$ cat config.mk
export PLATFORM = sky130hd
export DESIGN_NAME = hps_video_top
export DESIGN_NICKNAME = d
export VERILOG_FILES = /design/src/common/hps_video_pkg.sv /design/src/logic/uio_cmd_decoder.sv /design/src/logic/video_timing_calc.sv /design/src/video_sync/sync_polarity_fix.sv /design/src/video_sync/csync_gen.sv /design/src/video_sync/line_sync_marker.sv /design/src/logic/hps_video_top.sv
export SDC_FILE = /design/constraint.sdc
export NUM_CORES = 1
export LEC_CHECK = 0
export ABC_AREA = 1
export BUFFER_PORTS_ARGS = -buffer_cell sky130_fd_sc_hd__clkbuf_2
export CORE_MARGIN = 2
export CORE_UTILIZATION = 35
export DETAILED_ROUTE_END_ITERATION = 8
export GPL_TIMING_DRIVEN = 0
export MAX_ROUTING_LAYER = met4
export PLACE_DENSITY = 0.52
export RECOVER_POWER = 100
export SYNTH_ARGS = -nofsm -noshare
export SYNTH_HDL_FRONTEND = slang
export SYNTH_SLANG_ARGS = --single-unit
$ cat constraint.sdc
create_clock -name i_clk_sys -period 3.5 [get_ports i_clk_sys]
set_input_delay 0.7 -clock i_clk_sys [delete_from_list [all_inputs] [get_ports i_clk_sys]]
set_output_delay 0.7 -clock i_clk_sys [all_outputs]
set_load 0.01 [all_outputs]
$ cat src/common/hps_video_pkg.sv
package hps_video_pkg;

	//////////////////////////////////////////////////
	// Widths
	//////////////////////////////////////////////////

	typedef logic [15:0] io_word_t;       // Host data word
	typedef logic [7:0]  cmd_code_t;
	typedef logic [11:0] timing_field_t;  // Timing field or line number
	typedef logic [13:0] timing_sum_t;    // Room for a sum of four fields
	typedef logic [7:0]  led_bank_t;
	typedef logic [15:0] sync_cnt_t;      // Cycle counts inside a sync period

	//////////////////////////////////////////////////
	// Host commands
	//////////////////////////////////////////////////

	localparam cmd_code_t CMD_CFG          = 8'h01;
	localparam cmd_code_t CMD_VIDEO_TIMING = 8'h20;
	localparam cmd_code_t CMD_LED          = 8'h25;
	localparam cmd_code_t CMD_VS_LINE      = 8'h38;

	localparam int TIMING_WORDS  = 8;
	localparam int WORD_CNT_W    = $clog2(TIMING_WORDS) + 1;  // Holds 0..TIMING_WORDS
	localparam int CFG_CSYNC_BIT = 3;                         // Composite sync enable

	//////////////////////////////////////////////////
	// Timing defaults for 1920x1080 at 60 Hz
	//////////////////////////////////////////////////

	localparam timing_field_t DEF_WIDTH  = 12'd1920;
	localparam timing_field_t DEF_HFP    = 12'd88;
	localparam timing_field_t DEF_HS     = 12'd48;
	localparam timing_field_t DEF_HBP    = 12'd148;
	localparam timing_field_t DEF_HEIGHT = 12'd1080;
	localparam timing_field_t DEF_VFP    = 12'd4;
	localparam timing_field_t DEF_VS     = 12'd5;
	localparam timing_field_t DEF_VBP    = 12'd36;

	// Command decoder
	typedef enum logic {
		DEC_IDLE = 1'b0,  // Waiting for a command word
		DEC_DATA = 1'b1   // Data words for the held command
	} dec_state_t;

endpackage

$ cat src/logic/uio_cmd_decoder.sv
`timescale 1ns/1ps

module uio_cmd_decoder (
	input  logic                          i_clk_sys,
	input  logic                          i_resetd,
	input  logic                          i_uio_sel,
	input  logic                          i_io_strobe,
	input  hps_video_pkg::io_word_t       i_io_din,
	input  logic [2:0]                    i_led_status,
	output hps_video_pkg::timing_field_t  o_width,
	output hps_video_pkg::timing_field_t  o_hfp,
	output hps_video_pkg::timing_field_t  o_hs_len,
	output hps_video_pkg::timing_field_t  o_hbp,
	output hps_video_pkg::timing_field_t  o_height,
	output hps_video_pkg::timing_field_t  o_vfp,
	output hps_video_pkg::timing_field_t  o_vs_len,
	output hps_video_pkg::timing_field_t  o_vbp,
	output logic                          o_csync_en,
	output hps_video_pkg::timing_field_t  o_vs_line,
	output hps_video_pkg::led_bank_t      o_led
);
	import hps_video_pkg::*;

	dec_state_t             state;
	cmd_code_t              cmd;
	logic [WORD_CNT_W-1:0]  word_cnt;   // Data words seen for command 0x20

	io_word_t       cfg;
	timing_field_t  fields [TIMING_WORDS];  // Width, HFP, HS, HBP, height, VFP, VS, VBP
	timing_field_t  vs_line;
	led_bank_t      led_mask;
	led_bank_t      led_state;
	led_bank_t      led_default;

	//////////////////////////////////////////////////
	// Command machine
	//////////////////////////////////////////////////

	always_ff @(posedge i_clk_sys) begin
		if (i_resetd) begin
			state     <= DEC_IDLE;
			cmd       <= '0;
			word_cnt  <= '0;
			cfg       <= '0;
			vs_line   <= '0;
			led_mask  <= '0;
			led_state <= '0;
			fields[0] <= DEF_WIDTH;
			fields[1] <= DEF_HFP;
			fields[2] <= DEF_HS;
			fields[3] <= DEF_HBP;
			fields[4] <= DEF_HEIGHT;
			fields[5] <= DEF_VFP;
			fields[6] <= DEF_VS;
			fields[7] <= DEF_VBP;
		end else if (!i_uio_sel) begin
			state <= DEC_IDLE;  // Transaction closed
		end else if (i_io_strobe) begin
			case (state)
				DEC_IDLE: begin
					cmd      <= i_io_din[7:0];
					word_cnt <= '0;
					state    <= DEC_DATA;
				end
				DEC_DATA: begin
					case (cmd)
						CMD_CFG: begin
							cfg <= i_io_din;
						end
						CMD_VIDEO_TIMING: begin
							// Extra words past the eighth fall through
							if (word_cnt < TIMING_WORDS) begin
								fields[word_cnt[WORD_CNT_W-2:0]] <= i_io_din[11:0];
								word_cnt <= word_cnt + 1'b1;
							end
						end
						CMD_LED: begin
							led_mask  <= i_io_din[15:8];
							led_state <= i_io_din[7:0];
						end
						CMD_VS_LINE: begin
							vs_line <= i_io_din[11:0];
						end
						default: begin
							// Unknown command drops its data
						end
					endcase
				end
				default: begin
					state <= DEC_IDLE;
				end
			endcase
		end
	end

	//////////////////////////////////////////////////
	// Outputs
	//////////////////////////////////////////////////

	assign o_width    = fields[0];
	assign o_hfp      = fields[1];
	assign o_hs_len   = fields[2];
	assign o_hbp      = fields[3];
	assign o_height   = fields[4];
	assign o_vfp      = fields[5];
	assign o_vs_len   = fields[6];
	assign o_vbp      = fields[7];
	assign o_csync_en = cfg[CFG_CSYNC_BIT];
	assign o_vs_line  = vs_line;

	// Power on bit 4, disk on bit 2, user on bit 0
	assign led_default = {3'b000, i_led_status[2], 1'b0, i_led_status[1], 1'b0,
		i_led_status[0]};

	assign o_led = (led_mask & led_state) | (~led_mask & led_default);  // Host override per bit

endmodule

$ cat src/logic/video_timing_calc.sv
`timescale 1ns/1ps

module video_timing_calc (
	input  logic                          i_clk_sys,
	input  logic                          i_resetd,
	input  hps_video_pkg::timing_field_t  i_width,
	input  hps_video_pkg::timing_field_t  i_hfp,
	input  hps_video_pkg::timing_field_t  i_hs_len,
	input  hps_video_pkg::timing_field_t  i_hbp,
	input  hps_video_pkg::timing_field_t  i_height,
	input  hps_video_pkg::timing_field_t  i_vfp,
	input  hps_video_pkg::timing_field_t  i_vs_len,
	input  hps_video_pkg::timing_field_t  i_vbp,
	output hps_video_pkg::timing_sum_t    o_hdisp,
	output hps_video_pkg::timing_sum_t    o_hsstart,
	output hps_video_pkg::timing_sum_t    o_hsend,
	output hps_video_pkg::timing_sum_t    o_htotal,
	output hps_video_pkg::timing_sum_t    o_vdisp,
	output hps_video_pkg::timing_sum_t    o_vsstart,
	output hps_video_pkg::timing_sum_t    o_vsend,
	output hps_video_pkg::timing_sum_t    o_vtotal
);
	import hps_video_pkg::*;

	timing_sum_t hsstart_c, hsend_c, htotal_c;
	timing_sum_t vsstart_c, vsend_c, vtotal_c;

	// Running sums where each stage builds on the last
	assign hsstart_c = timing_sum_t'(i_width) + timing_sum_t'(i_hfp);
	assign hsend_c   = hsstart_c + timing_sum_t'(i_hs_len);
	assign htotal_c  = hsend_c + timing_sum_t'(i_hbp);

	assign vsstart_c = timing_sum_t'(i_height) + timing_sum_t'(i_vfp);
	assign vsend_c   = vsstart_c + timing_sum_t'(i_vs_len);
	assign vtotal_c  = vsend_c + timing_sum_t'(i_vbp);

	always_ff @(posedge i_clk_sys) begin
		if (i_resetd) begin
			o_hdisp   <= timing_sum_t'(DEF_WIDTH);
			o_hsstart <= timing_sum_t'(DEF_WIDTH) + timing_sum_t'(DEF_HFP);
			o_hsend   <= timing_sum_t'(DEF_WIDTH) + timing_sum_t'(DEF_HFP) + timing_sum_t'(DEF_HS);
			o_htotal  <= timing_sum_t'(DEF_WIDTH) + timing_sum_t'(DEF_HFP) + timing_sum_t'(DEF_HS)
				+ timing_sum_t'(DEF_HBP);
			o_vdisp   <= timing_sum_t'(DEF_HEIGHT);
			o_vsstart <= timing_sum_t'(DEF_HEIGHT) + timing_sum_t'(DEF_VFP);
			o_vsend   <= timing_sum_t'(DEF_HEIGHT) + timing_sum_t'(DEF_VFP) + timing_sum_t'(DEF_VS);
			o_vtotal  <= timing_sum_t'(DEF_HEIGHT) + timing_sum_t'(DEF_VFP) + timing_sum_t'(DEF_VS)
				+ timing_sum_t'(DEF_VBP);
		end else begin
			o_hdisp   <= timing_sum_t'(i_width);
			o_hsstart <= hsstart_c;
			o_hsend   <= hsend_c;
			o_htotal  <= htotal_c;
			o_vdisp   <= timing_sum_t'(i_height);
			o_vsstart <= vsstart_c;
			o_vsend   <= vsend_c;
			o_vtotal  <= vtotal_c;
		end
	end

endmodule

$ cat src/video_sync/sync_polarity_fix.sv
`timescale 1ns/1ps

module sync_polarity_fix (
	input  logic i_clk_sys,
	input  logic i_resetd,
	input  logic i_sync,
	output logic o_sync
);
	import hps_video_pkg::*;

	logic      sync_m;    // Synchroniser stages
	logic      sync_s;
	sync_cnt_t cnt;       // Cycles since last edge
	sync_cnt_t high_len;
	sync_cnt_t low_len;
	logic      invert;

	// Active part of the pulse is the shorter one
	assign o_sync = i_sync ^ invert;

	always_ff @(posedge i_clk_sys) begin
		if (i_resetd) begin
			sync_m   <= 1'b0;
			sync_s   <= 1'b0;
			cnt      <= '0;
			high_len <= '0;
			low_len  <= '0;
			invert   <= 1'b0;
		end else begin
			sync_m <= i_sync;
			sync_s <= sync_m;
			if (sync_s != sync_m) begin
				cnt <= '0;
				if (sync_m) begin
					low_len <= cnt;   // Rising edge ends a low period
				end else begin
					high_len <= cnt;
				end
			end else if (!(&cnt)) begin
				cnt <= cnt + 1'b1;  // Saturates on a stuck input
			end
			invert <= high_len > low_len;
		end
	end

endmodule

$ cat src/video_sync/csync_gen.sv
`timescale 1ns/1ps

module csync_gen (
	input  logic i_clk_sys,
	input  logic i_resetd,
	input  logic i_hsync,
	input  logic i_vsync,
	input  logic i_csync_en,
	output logic o_sync
);
	import hps_video_pkg::*;

	logic      hs_d;      // Horizontal sync one cycle late
	sync_cnt_t h_cnt;
	sync_cnt_t line_len;  // Blank part of the line
	sync_cnt_t hs_len;    // Sync pulse width
	logic      csync_hs;
	logic      csync_vs;

	assign o_sync = i_csync_en ? (csync_hs ^ csync_vs) : hs_d;

	always_ff @(posedge i_clk_sys) begin
		if (i_resetd) begin
			hs_d     <= 1'b0;
			h_cnt    <= '0;
			line_len <= '0;
			hs_len   <= '0;
			csync_hs <= 1'b0;
			csync_vs <= 1'b0;
		end else begin
			hs_d  <= i_hsync;
			h_cnt <= h_cnt + 1'b1;

			// Line and pulse lengths
			if (hs_d ^ i_hsync) begin
				h_cnt <= '0;
				if (i_hsync) begin
					line_len <= h_cnt - hs_len;
					csync_hs <= 1'b0;
				end else begin
					hs_len <= h_cnt;
				end
			end

			if (!i_vsync) begin
				csync_hs <= i_hsync;
			end else if (h_cnt == line_len) begin
				csync_hs <= 1'b1;  // Serration pulse one width before the next line
			end

			csync_vs <= i_vsync;
		end
	end

endmodule

$ cat src/video_sync/line_sync_marker.sv
`timescale 1ns/1ps

module line_sync_marker (
	input  logic                          i_clk_sys,
	input  logic                          i_resetd,
	input  logic                          i_hsync,
	input  logic                          i_de,
	input  hps_video_pkg::timing_field_t  i_vs_line,
	output logic                          o_video_sync
);
	import hps_video_pkg::*;

	logic          hs_d;
	logic          hs_rise;
	timing_field_t line_cnt;
	timing_field_t sync_line;  // Line to flag in the next frame
	logic [1:0]    blank_cnt;  // Line edges since display enable dropped

	assign hs_rise = !hs_d && i_hsync;

	always_ff @(posedge i_clk_sys) begin
		if (i_resetd) begin
			hs_d         <= 1'b0;
			line_cnt     <= '0;
			sync_line    <= '0;
			blank_cnt    <= '0;
			o_video_sync <= 1'b0;
		end else begin
			hs_d <= i_hsync;
			if (hs_rise) begin
				o_video_sync <= sync_line == line_cnt;
				line_cnt     <= line_cnt + 1'b1;
				if (!blank_cnt[1]) begin
					blank_cnt <= blank_cnt + 1'b1;
					// Second edge of blanking starts a new frame
					if (blank_cnt[0]) begin
						sync_line <= line_cnt - i_vs_line;
						line_cnt  <= '0;
					end
				end
			end
			if (i_de) begin
				blank_cnt <= '0;
			end
		end
	end

endmodule

$ cat src/logic/hps_video_top.sv
`timescale 1ns/1ps

module hps_video_top (
	input  logic                        i_clk_sys,
	input  logic                        i_resetd,
	input  logic                        i_uio_sel,
	input  logic                        i_io_strobe,
	input  hps_video_pkg::io_word_t     i_io_din,
	input  logic                        i_hs_raw,
	input  logic                        i_vs_raw,
	input  logic                        i_de,
	input  logic [2:0]                  i_led_status,
	output logic                        o_hs,
	output logic                        o_vs,
	output logic                        o_sync_h,
	output logic                        o_video_sync,
	output hps_video_pkg::led_bank_t    o_led,
	output hps_video_pkg::timing_sum_t  o_hdisp,
	output hps_video_pkg::timing_sum_t  o_hsstart,
	output hps_video_pkg::timing_sum_t  o_hsend,
	output hps_video_pkg::timing_sum_t  o_htotal,
	output hps_video_pkg::timing_sum_t  o_vdisp,
	output hps_video_pkg::timing_sum_t  o_vsstart,
	output hps_video_pkg::timing_sum_t  o_vsend,
	output hps_video_pkg::timing_sum_t  o_vtotal
);
	import hps_video_pkg::*;

	timing_field_t width, hfp, hs_len, hbp;
	timing_field_t height, vfp, vs_len, vbp;
	timing_field_t vs_line;
	logic          csync_en;

	//////////////////////////////////////////////////
	// Host side
	//////////////////////////////////////////////////

	uio_cmd_decoder u_decoder (
		.i_clk_sys    (i_clk_sys),
		.i_resetd     (i_resetd),
		.i_uio_sel    (i_uio_sel),
		.i_io_strobe  (i_io_strobe),
		.i_io_din     (i_io_din),
		.i_led_status (i_led_status),
		.o_width      (width),
		.o_hfp        (hfp),
		.o_hs_len     (hs_len),
		.o_hbp        (hbp),
		.o_height     (height),
		.o_vfp        (vfp),
		.o_vs_len     (vs_len),
		.o_vbp        (vbp),
		.o_csync_en   (csync_en),
		.o_vs_line    (vs_line),
		.o_led        (o_led)
	);

	video_timing_calc u_timing (
		.i_clk_sys (i_clk_sys),
		.i_resetd  (i_resetd),
		.i_width   (width),
		.i_hfp     (hfp),
		.i_hs_len  (hs_len),
		.i_hbp     (hbp),
		.i_height  (height),
		.i_vfp     (vfp),
		.i_vs_len  (vs_len),
		.i_vbp     (vbp),
		.o_hdisp   (o_hdisp),
		.o_hsstart (o_hsstart),
		.o_hsend   (o_hsend),
		.o_htotal  (o_htotal),
		.o_vdisp   (o_vdisp),
		.o_vsstart (o_vsstart),
		.o_vsend   (o_vsend),
		.o_vtotal  (o_vtotal)
	);

	//////////////////////////////////////////////////
	// Video sync path
	//////////////////////////////////////////////////

	sync_polarity_fix u_sync_h (
		.i_clk_sys (i_clk_sys),
		.i_resetd  (i_resetd),
		.i_sync    (i_hs_raw),
		.o_sync    (o_hs)
	);

	sync_polarity_fix u_sync_v (
		.i_clk_sys (i_clk_sys),
		.i_resetd  (i_resetd),
		.i_sync    (i_vs_raw),
		.o_sync    (o_vs)
	);

	csync_gen u_csync (
		.i_clk_sys  (i_clk_sys),
		.i_resetd   (i_resetd),
		.i_hsync    (o_hs),
		.i_vsync    (o_vs),
		.i_csync_en (csync_en),
		.o_sync     (o_sync_h)
	);

	line_sync_marker u_marker (
		.i_clk_sys    (i_clk_sys),
		.i_resetd     (i_resetd),
		.i_hsync      (o_hs),
		.i_de         (i_de),
		.i_vs_line    (vs_line),
		.o_video_sync (o_video_sync)
	);

endmodule

**Word level (Yosys, flattened, before mapping)**

Memory sizes are Yosys's and may differ from the RTL's.
Index checks and enable logic that the tools add are counted.

- Order comparisons: 3
- $mul: 0
- Multiplexer cells: 23
- Shift-type cells: 0
- Div/mod/pow operators: 0
- Reduce and logical (&&, ||, !) cells: 24
- Eq/ne operators: 12
- $add $sub $neg: 14
- Bitwise logic cells: 14

Operators by type and width:

| operator | count |
|---|---|
| 14-bit by 12-bit adder with 14-bit output | 4 |
| 16-bit by 1-bit adder with 16-bit output, second input constant | 3 |
| 12-bit two-way mux | 3 |
| 16-bit greater-than comparator | 2 |
| 16-bit AND reduction | 2 |
| 12-bit by 12-bit adder with 13-bit output | 2 |
| 8-bit by 6-bit equality test with 1-bit output, second input constant | 3 |
| 16-bit equality test | 1 |
| 2-bit AND reduction | 8 |
| 4-bit AND reduction | 4 |
| 16-bit subtractor | 1 |
| 1-bit two-way mux | 15 |
| 12-bit by 1-bit adder with 12-bit output, second input constant | 1 |
| 12-bit equality test | 1 |
| 12-bit OR reduction | 1 |
| 12-bit subtractor | 1 |
| 2-bit OR reduction | 5 |
| 8-bit by 5-bit AND with 8-bit output | 1 |
| 8-bit AND | 1 |
| 8-bit by 1-bit equality test with 1-bit output, second input constant | 1 |
| 4-bit two-way mux | 2 |
| 8-bit inverter | 1 |
| 8-bit bitwise OR | 1 |
| 4-bit case mux with 2 select lines | 1 |
| other kinds (14) | 25 |

- Flip-flop bits (word level): 337
- Bits in writable memories: 96
- Memories kept: 1
- Output and inout port bits: 124
- Bits in latches: 0
- Memory bits (read-only): 0
- Bits of input ports: 26
- Logic and storage cells: 131

Memories:

| memory | depth | bits a word | read ports | clocked after memory_dff | wr ports | line | text |
|---|---|---|---|---|---|---|---|
| u_decoder.fields | 8 | 12 | 8 | 0 | 8 | uio_cmd_decoder.sv:29 | `timing_field_t fields [TIMING_WORDS];` |

**Logic depth before layout (Yosys ltp)**

- Depth in word-level cells: 10
- Gate-level depth with buffers: 27
- Gate-level depth less buffers: 27

**By module**

From an unflattened synthesis, not the netlist that was laid out.

- Cell total of the unflattened synthesis: 2837
- Area, all modules: 22198.8 um^2

Modules (own cells, without submodules):

| module | instances | seq. area each (um^2) | area an instance (um^2) | cells each |
|---|---|---|---|---|
| video_timing_calc | 1 | 2122.0 | 6511.2 | 878 |
| uio_cmd_decoder | 1 | 3723.6 | 5594.1 | 487 |
| sync_polarity_fix | 2 | 1021.0 | 2451.1 | 334 |
| csync_gen | 1 | 1021.0 | 3174.3 | 489 |
| line_sync_marker | 1 | 560.5 | 2016.9 | 315 |

**Least setup slack after synthesis**

No wires, ideal clock.

- Kind: reg2reg
- Start point: memory u_decoder.fields[0][0] (netlist bit)
- End point: register u_timing.o_htotal[12]
- Library setup time: 0.132 ns
- Required time: 3.368 ns
- Buffers on the path: 0
- Clock period less this slack: 3.717 ns
- Arrival time: 3.585 ns
- Path slack: -0.217 ns
- Cell stages (with the launch flop): 25
- Cells stage by stage: edfxtp_1 ha_1 inv_1 fa_1 o21ai_0 a21oi_1 o21ai_0 nand2_1 nand3_1 nand2_1 ha_1 nand2_1 nor2_1 nand3_1 nand3_1 xor2_1 inv_1 ha_1 nand2_1 nor2_1 nand3_1 nand3_1 inv_1 nand2_1 a21oi_1

RTL lines:

| what | line | text |
|---|---|---|
| start, declared | uio_cmd_decoder.sv:29 |  |
| end signal, assigned | video_timing_calc.sv:42 | `o_htotal <= timing_sum_t'(DEF_WIDTH) + timing_sum_t'(DEF_HFP) + timing_sum_t'(DEF_HS)` |
| end signal, assigned | video_timing_calc.sv:53 | `o_htotal <= htotal_c;` |
| end, declared | video_timing_calc.sv:17 | `output hps_video_pkg::timing_sum_t o_htotal,` |

==> impl_metrics.py <==
metrics = {
    "yosys": {
        "yosys-top-cells-area": "dfxtp_1, edfxtp_1, ha_1",
        "postSynthCellCount": 2630,
        "synth-async-reset-ratio": 0,
        "synth.top_cell.area_share": 0.3153,
        "synth_edf_count": 96,
        "synth.avg_cell_area_sq_um": 7.918,
        "syn_area_sq_um": 20820,
        "ys.flop_type": "dfxtp_1",
        "synth_cell_types": 50,
        "ys_seq_area_frac": 0.4538,
        "ys_ff_latch": 424,
        "yosys.area.top_type": "dfxtp_1",
        "yosys_warnings": 0,
    },
    "cells_and_area": {
        "final_cell_mix": "nand2_1, inv_1, dfxtp_1",
        "top_register": "u_decoder.fields",
        "final_util": 0.4371,
        "largest_register_ffs": 96,
        "final_layout_size_suffix_gt1_frac": 0.1367,
        "fillers": 5874,
        "finalInstanceArea_sq_um": 25750,
        "final_common_cell": "nand2_1",
        "nNetsFinal": 3080,
        "syn2layout_area_growth_pct": 23.65,
    },
    "worst_setup_path": {
        "worstPathMaxFanout": 4,
        "critPathSlowestCell": "fa_1",
        "max_stage_delay_ps": 430,
        "r2r-start": "u_decoder.fields[0][0]$_SDFFCE_PN0P_",
        "cpLargestDelayFamily": "adder cells",
        "crit_path_cell_trace": "ha_1, inv_2, fa_1, o21ai_4, a21oi_4, o21ai_4, nand2_1, nand3_2, nand2_2, ha_4, nand2_2, o21a_1, nand3_2, xor2_1, inv_1, ha_4, nand2_1, nor2_2, nand3_1, nand3_2, inv_1, nand2_1, a21oi_1",
        "r2r_end": "u_timing.o_htotal[12]$_SDFF_PP0_",
        "arrival_ps": 4220,
        "crit_buf_inv": 3,
        "ff2ff_path_depth": 23,
        "cp_data_required_time_ps": 3940,
        "path_class": "reg -> reg",
        "r2r_slack_ps": -280,
        "startpoint_type": "flip-flop",
        "worst_setup_path_end_kind": "flip-flop",
    },
    "floorplanning": {
        "num_rows": 89,
        "core-area_sq_um": 58910,
        "pin_count": 150,
        "die_y_um": 247.9,
        "die_area_sq_um": 61460,
        "start_util": 0.3535,
        "fp.dieW_um": 247.9,
    },
    "power": {
        "ir_drop_v": 0.0004893,
        "p_seq_frac": 0.399,
        "p_switching_uw": 4075,
        "combPwrFrac": 0.218,
        "cellLeakagePower_uw": 0.01116,
        "power_density_nw_per_um2": 533.1,
        "p_sw_frac": 0.2969,
        "power.total_uw": 13730,
        "power.share.clock": 0.383,
        "power.internal_uw": 9652,
    },
    "route": {
        "wirelength_um": 61730,
        "antenna_left": 0,
        "drc": 0,
        "vias": 18140,
        "drt_first_pass_iters": 5,
        "routedWlPerCell_um": 16.62,
        "drt_iter0_drc": 1074,
        "vias_per_cell": 4.883,
    },
    "sta": {
        "slew_viol_final": 0,
        "relSlewSlack": 0.09621,
        "holdWs_ps": 318.2,
        "skew_ps": 31.44,
        "finalHoldViolations": 0,
        "rsz0062_at_grt": "yes",
        "min_period_ps": 3782,
        "postLayoutSetupSlackWorst_ps": -281.9,
        "tightest_slew_ps": 1356,
        "tns_ps": -1791,
        "period_share": 1.081,
        "setup_viol": 11,
        "max_freq_mhz": 264.4,
    },
    "placement": {
        "place_area_sq_um": 22540,
        "gp_congestion": 0.8999,
        "io_buffer_count": 143,
        "dp_hpwl_um": 44600,
    },
    "cts": {
        "ctsHoldBuffers": 0,
        "clk_path_buf_depth": 3,
        "htree_levels": 2,
        "cts_tree": "built",
        "numClockSinks": 424,
        "cts_buffers": 48,
        "clock_latency_ps": 600,
        "path_clk_slew_ps": 60,
        "cts_root_buffer": "clkbuf_16",
    },
    "global_route": {
        "grt_max_degree": 15,
        "grtUsageTotal": 0.2013,
        "gr-total-overflow": 0,
        "grt_pass1_vias": 17230,
        "antenna_found_initial": 2,
        "grt_pass1_wl_um": 93160,
    },
    "outcome": {
        "violations": "setup timing",
        "outcome": "complete, but fails checks",
    },
    "min_path": {
        "min_to": "u_marker.blank_cnt[0]$_SDFFE_PP0P_",
        "worstHoldPathType": "in -> reg",
        "hold_start": "i_de",
        "whs_path_depth": 2,
    },
    "flow_run": {
        "cap_violations": 0,
    },
}
worst reg2reg max path: stages, from the launching register on:
cell and delay (ps):
edfxtp_1 350, ha_1 190, inv_2 40, fa_1 430, o21ai_4 230, a21oi_4 100
o21ai_4 180, nand2_1 110, nand3_2 80, nand2_2 70, ha_4 310, nand2_2 80
o21a_1 200, nand3_2 100, xor2_1 180, inv_1 110, ha_4 300, nand2_1 70
nor2_2 140, nand3_1 110, nand3_2 100, inv_1 40, nand2_1 50, a21oi_1 60
power groups by stage:
stage,Combinational (uW),Clock (uW),Sequential [uW]
after floorplan,1510,0,5620
after detailed placement,2310,0,5570
final,2990,5260,5470
after global routing,3320,5580,5500
after CTS,2510,5380,5470
after global placement,2300,0,5560
synth_stat cells, types with 2 or more instances:
cell,count
nand2_1,440
inv_1,392
dfxtp_1,328
nor2_1,319
a21oi_1,241
o21ai_0,187
ha_1,144
nand3_1,119
edfxtp_1,96
clkbuf_1,56
xor2_1,41
nor3_1,36
xnor2_1,36
or2_2,26
nand4_1,23
a211oi_1,15
a31oi_1,13
a21o_1,10
nor4_1,10
o21bai_1,9
fa_1,8
and2_1,6
buf_1,6
buf_4,6
clkinv_1,6
o22ai_1,6
buf_2,5
inv_2,5
o211ai_1,5
o21a_1,5
mux2_2,3
nand2_2,3
nand3b_1,3
o31ai_1,3
a21boi_0,2
nor2_4,2
nor4_4,2
per-stage QoR:
| step | setup slack (ps) | instances |
|---|---|---|
| 2_1_floorplan | -5.342 | 2635 |
| 3_3_place_gp | -706.2 | 3551 |
| 3_5_place_dp | -748.1 | 3551 |
| 4_1_cts | -353.7 | 3671 |
| 5_1_grt | -524.9 | 3715 |
| 6_report | -281.9 | 3715 |
area by class of cell:
type / count / area (sq um) / area share
clock buffers: 67 / 1450 / 0.05632
clock inverters: 22 / 220.2 / 0.008552
repair buffers: 217 / 1159 / 0.04500
well taps: 773 / 967.2 / 0.03756
plain buffers: 74 / 301.5 / 0.01171
inverters: 403 / 1513 / 0.05875
flip-flops and latches: 424 / 9449 / 0.3670
multi-input cells: 1734 / 10690 / 0.4150
diodes: 1 / 2.502 / 0.00009719
worst max path at each step:
| stage | start | cells past startpoint | endpoint | slack [ps] |
|---|---|---|---|---|
| 2_1_floorplan | u_decoder.fields[0][0]$_SDFFCE_PN0P_ | 24 | u_timing.o_htotal[12]$_SDFF_PP0_ | -5 |
| 3_3_place_gp | u_decoder.fields[4][0]$_SDFFCE_PN0P_ | 26 | u_timing.o_vtotal[13]$_SDFF_PP0_ | -710 |
| 3_5_place_dp | u_decoder.fields[4][0]$_SDFFCE_PN0P_ | 26 | u_timing.o_vtotal[13]$_SDFF_PP0_ | -750 |
| 4_1_cts | u_decoder.fields[4][0]$_SDFFCE_PN0P_ | 26 | u_timing.o_vtotal[13]$_SDFF_PP0_ | -350 |
| 5_1_grt | u_decoder.fields[1][0]$_SDFFCE_PN0P_ | 24 | u_timing.o_htotal[12]$_SDFF_PP0_ | -520 |
| 6_report | u_decoder.fields[0][0]$_SDFFCE_PN0P_ | 23 | u_timing.o_htotal[12]$_SDFF_PP0_ | -280 |
what timing repair did:
item                                    4_1_cts  5_1_grt
endpoints found under the setup margin       14       20
endpoints found under the hold margin         0        0
pin swaps                                    40       87
cloned                                        0        0
buffers inserted                             31       45
gates resized for setup                      83      160
metal layers:
metal | up-vias | share of wire | GRT usage
met1 | 8483 | 0.45 | 0.2525
met2 | 440 | 0.46 | 0.3248
met3 | 121 | 0.054 | 0.03114
li1 | 9095 | - | -
met4 | 0 | 0.036 | 0.07925
met5 | - | 0 | -
cell families (layout without fill, tap and decap cells):
group | after synthesis | count (layout) | share of synthesized area
adders and majority gates | 152 | 152 | 0.09421
buffers and inverters | 477 | 783 | 0.08772
AOI/OAI and AO/OA | 499 | 499 | 0.1274
DFF | 424 | 424 | 0.4538
xor gates and xnor gates | 77 | 77 | 0.03239
muxes | 3 | 3 | 0.001622
other | 1 | 7 | 0.0001801
and+or+nand+nor | 997 | 997 | 0.2027
Power figures use the tool's default switching activity.
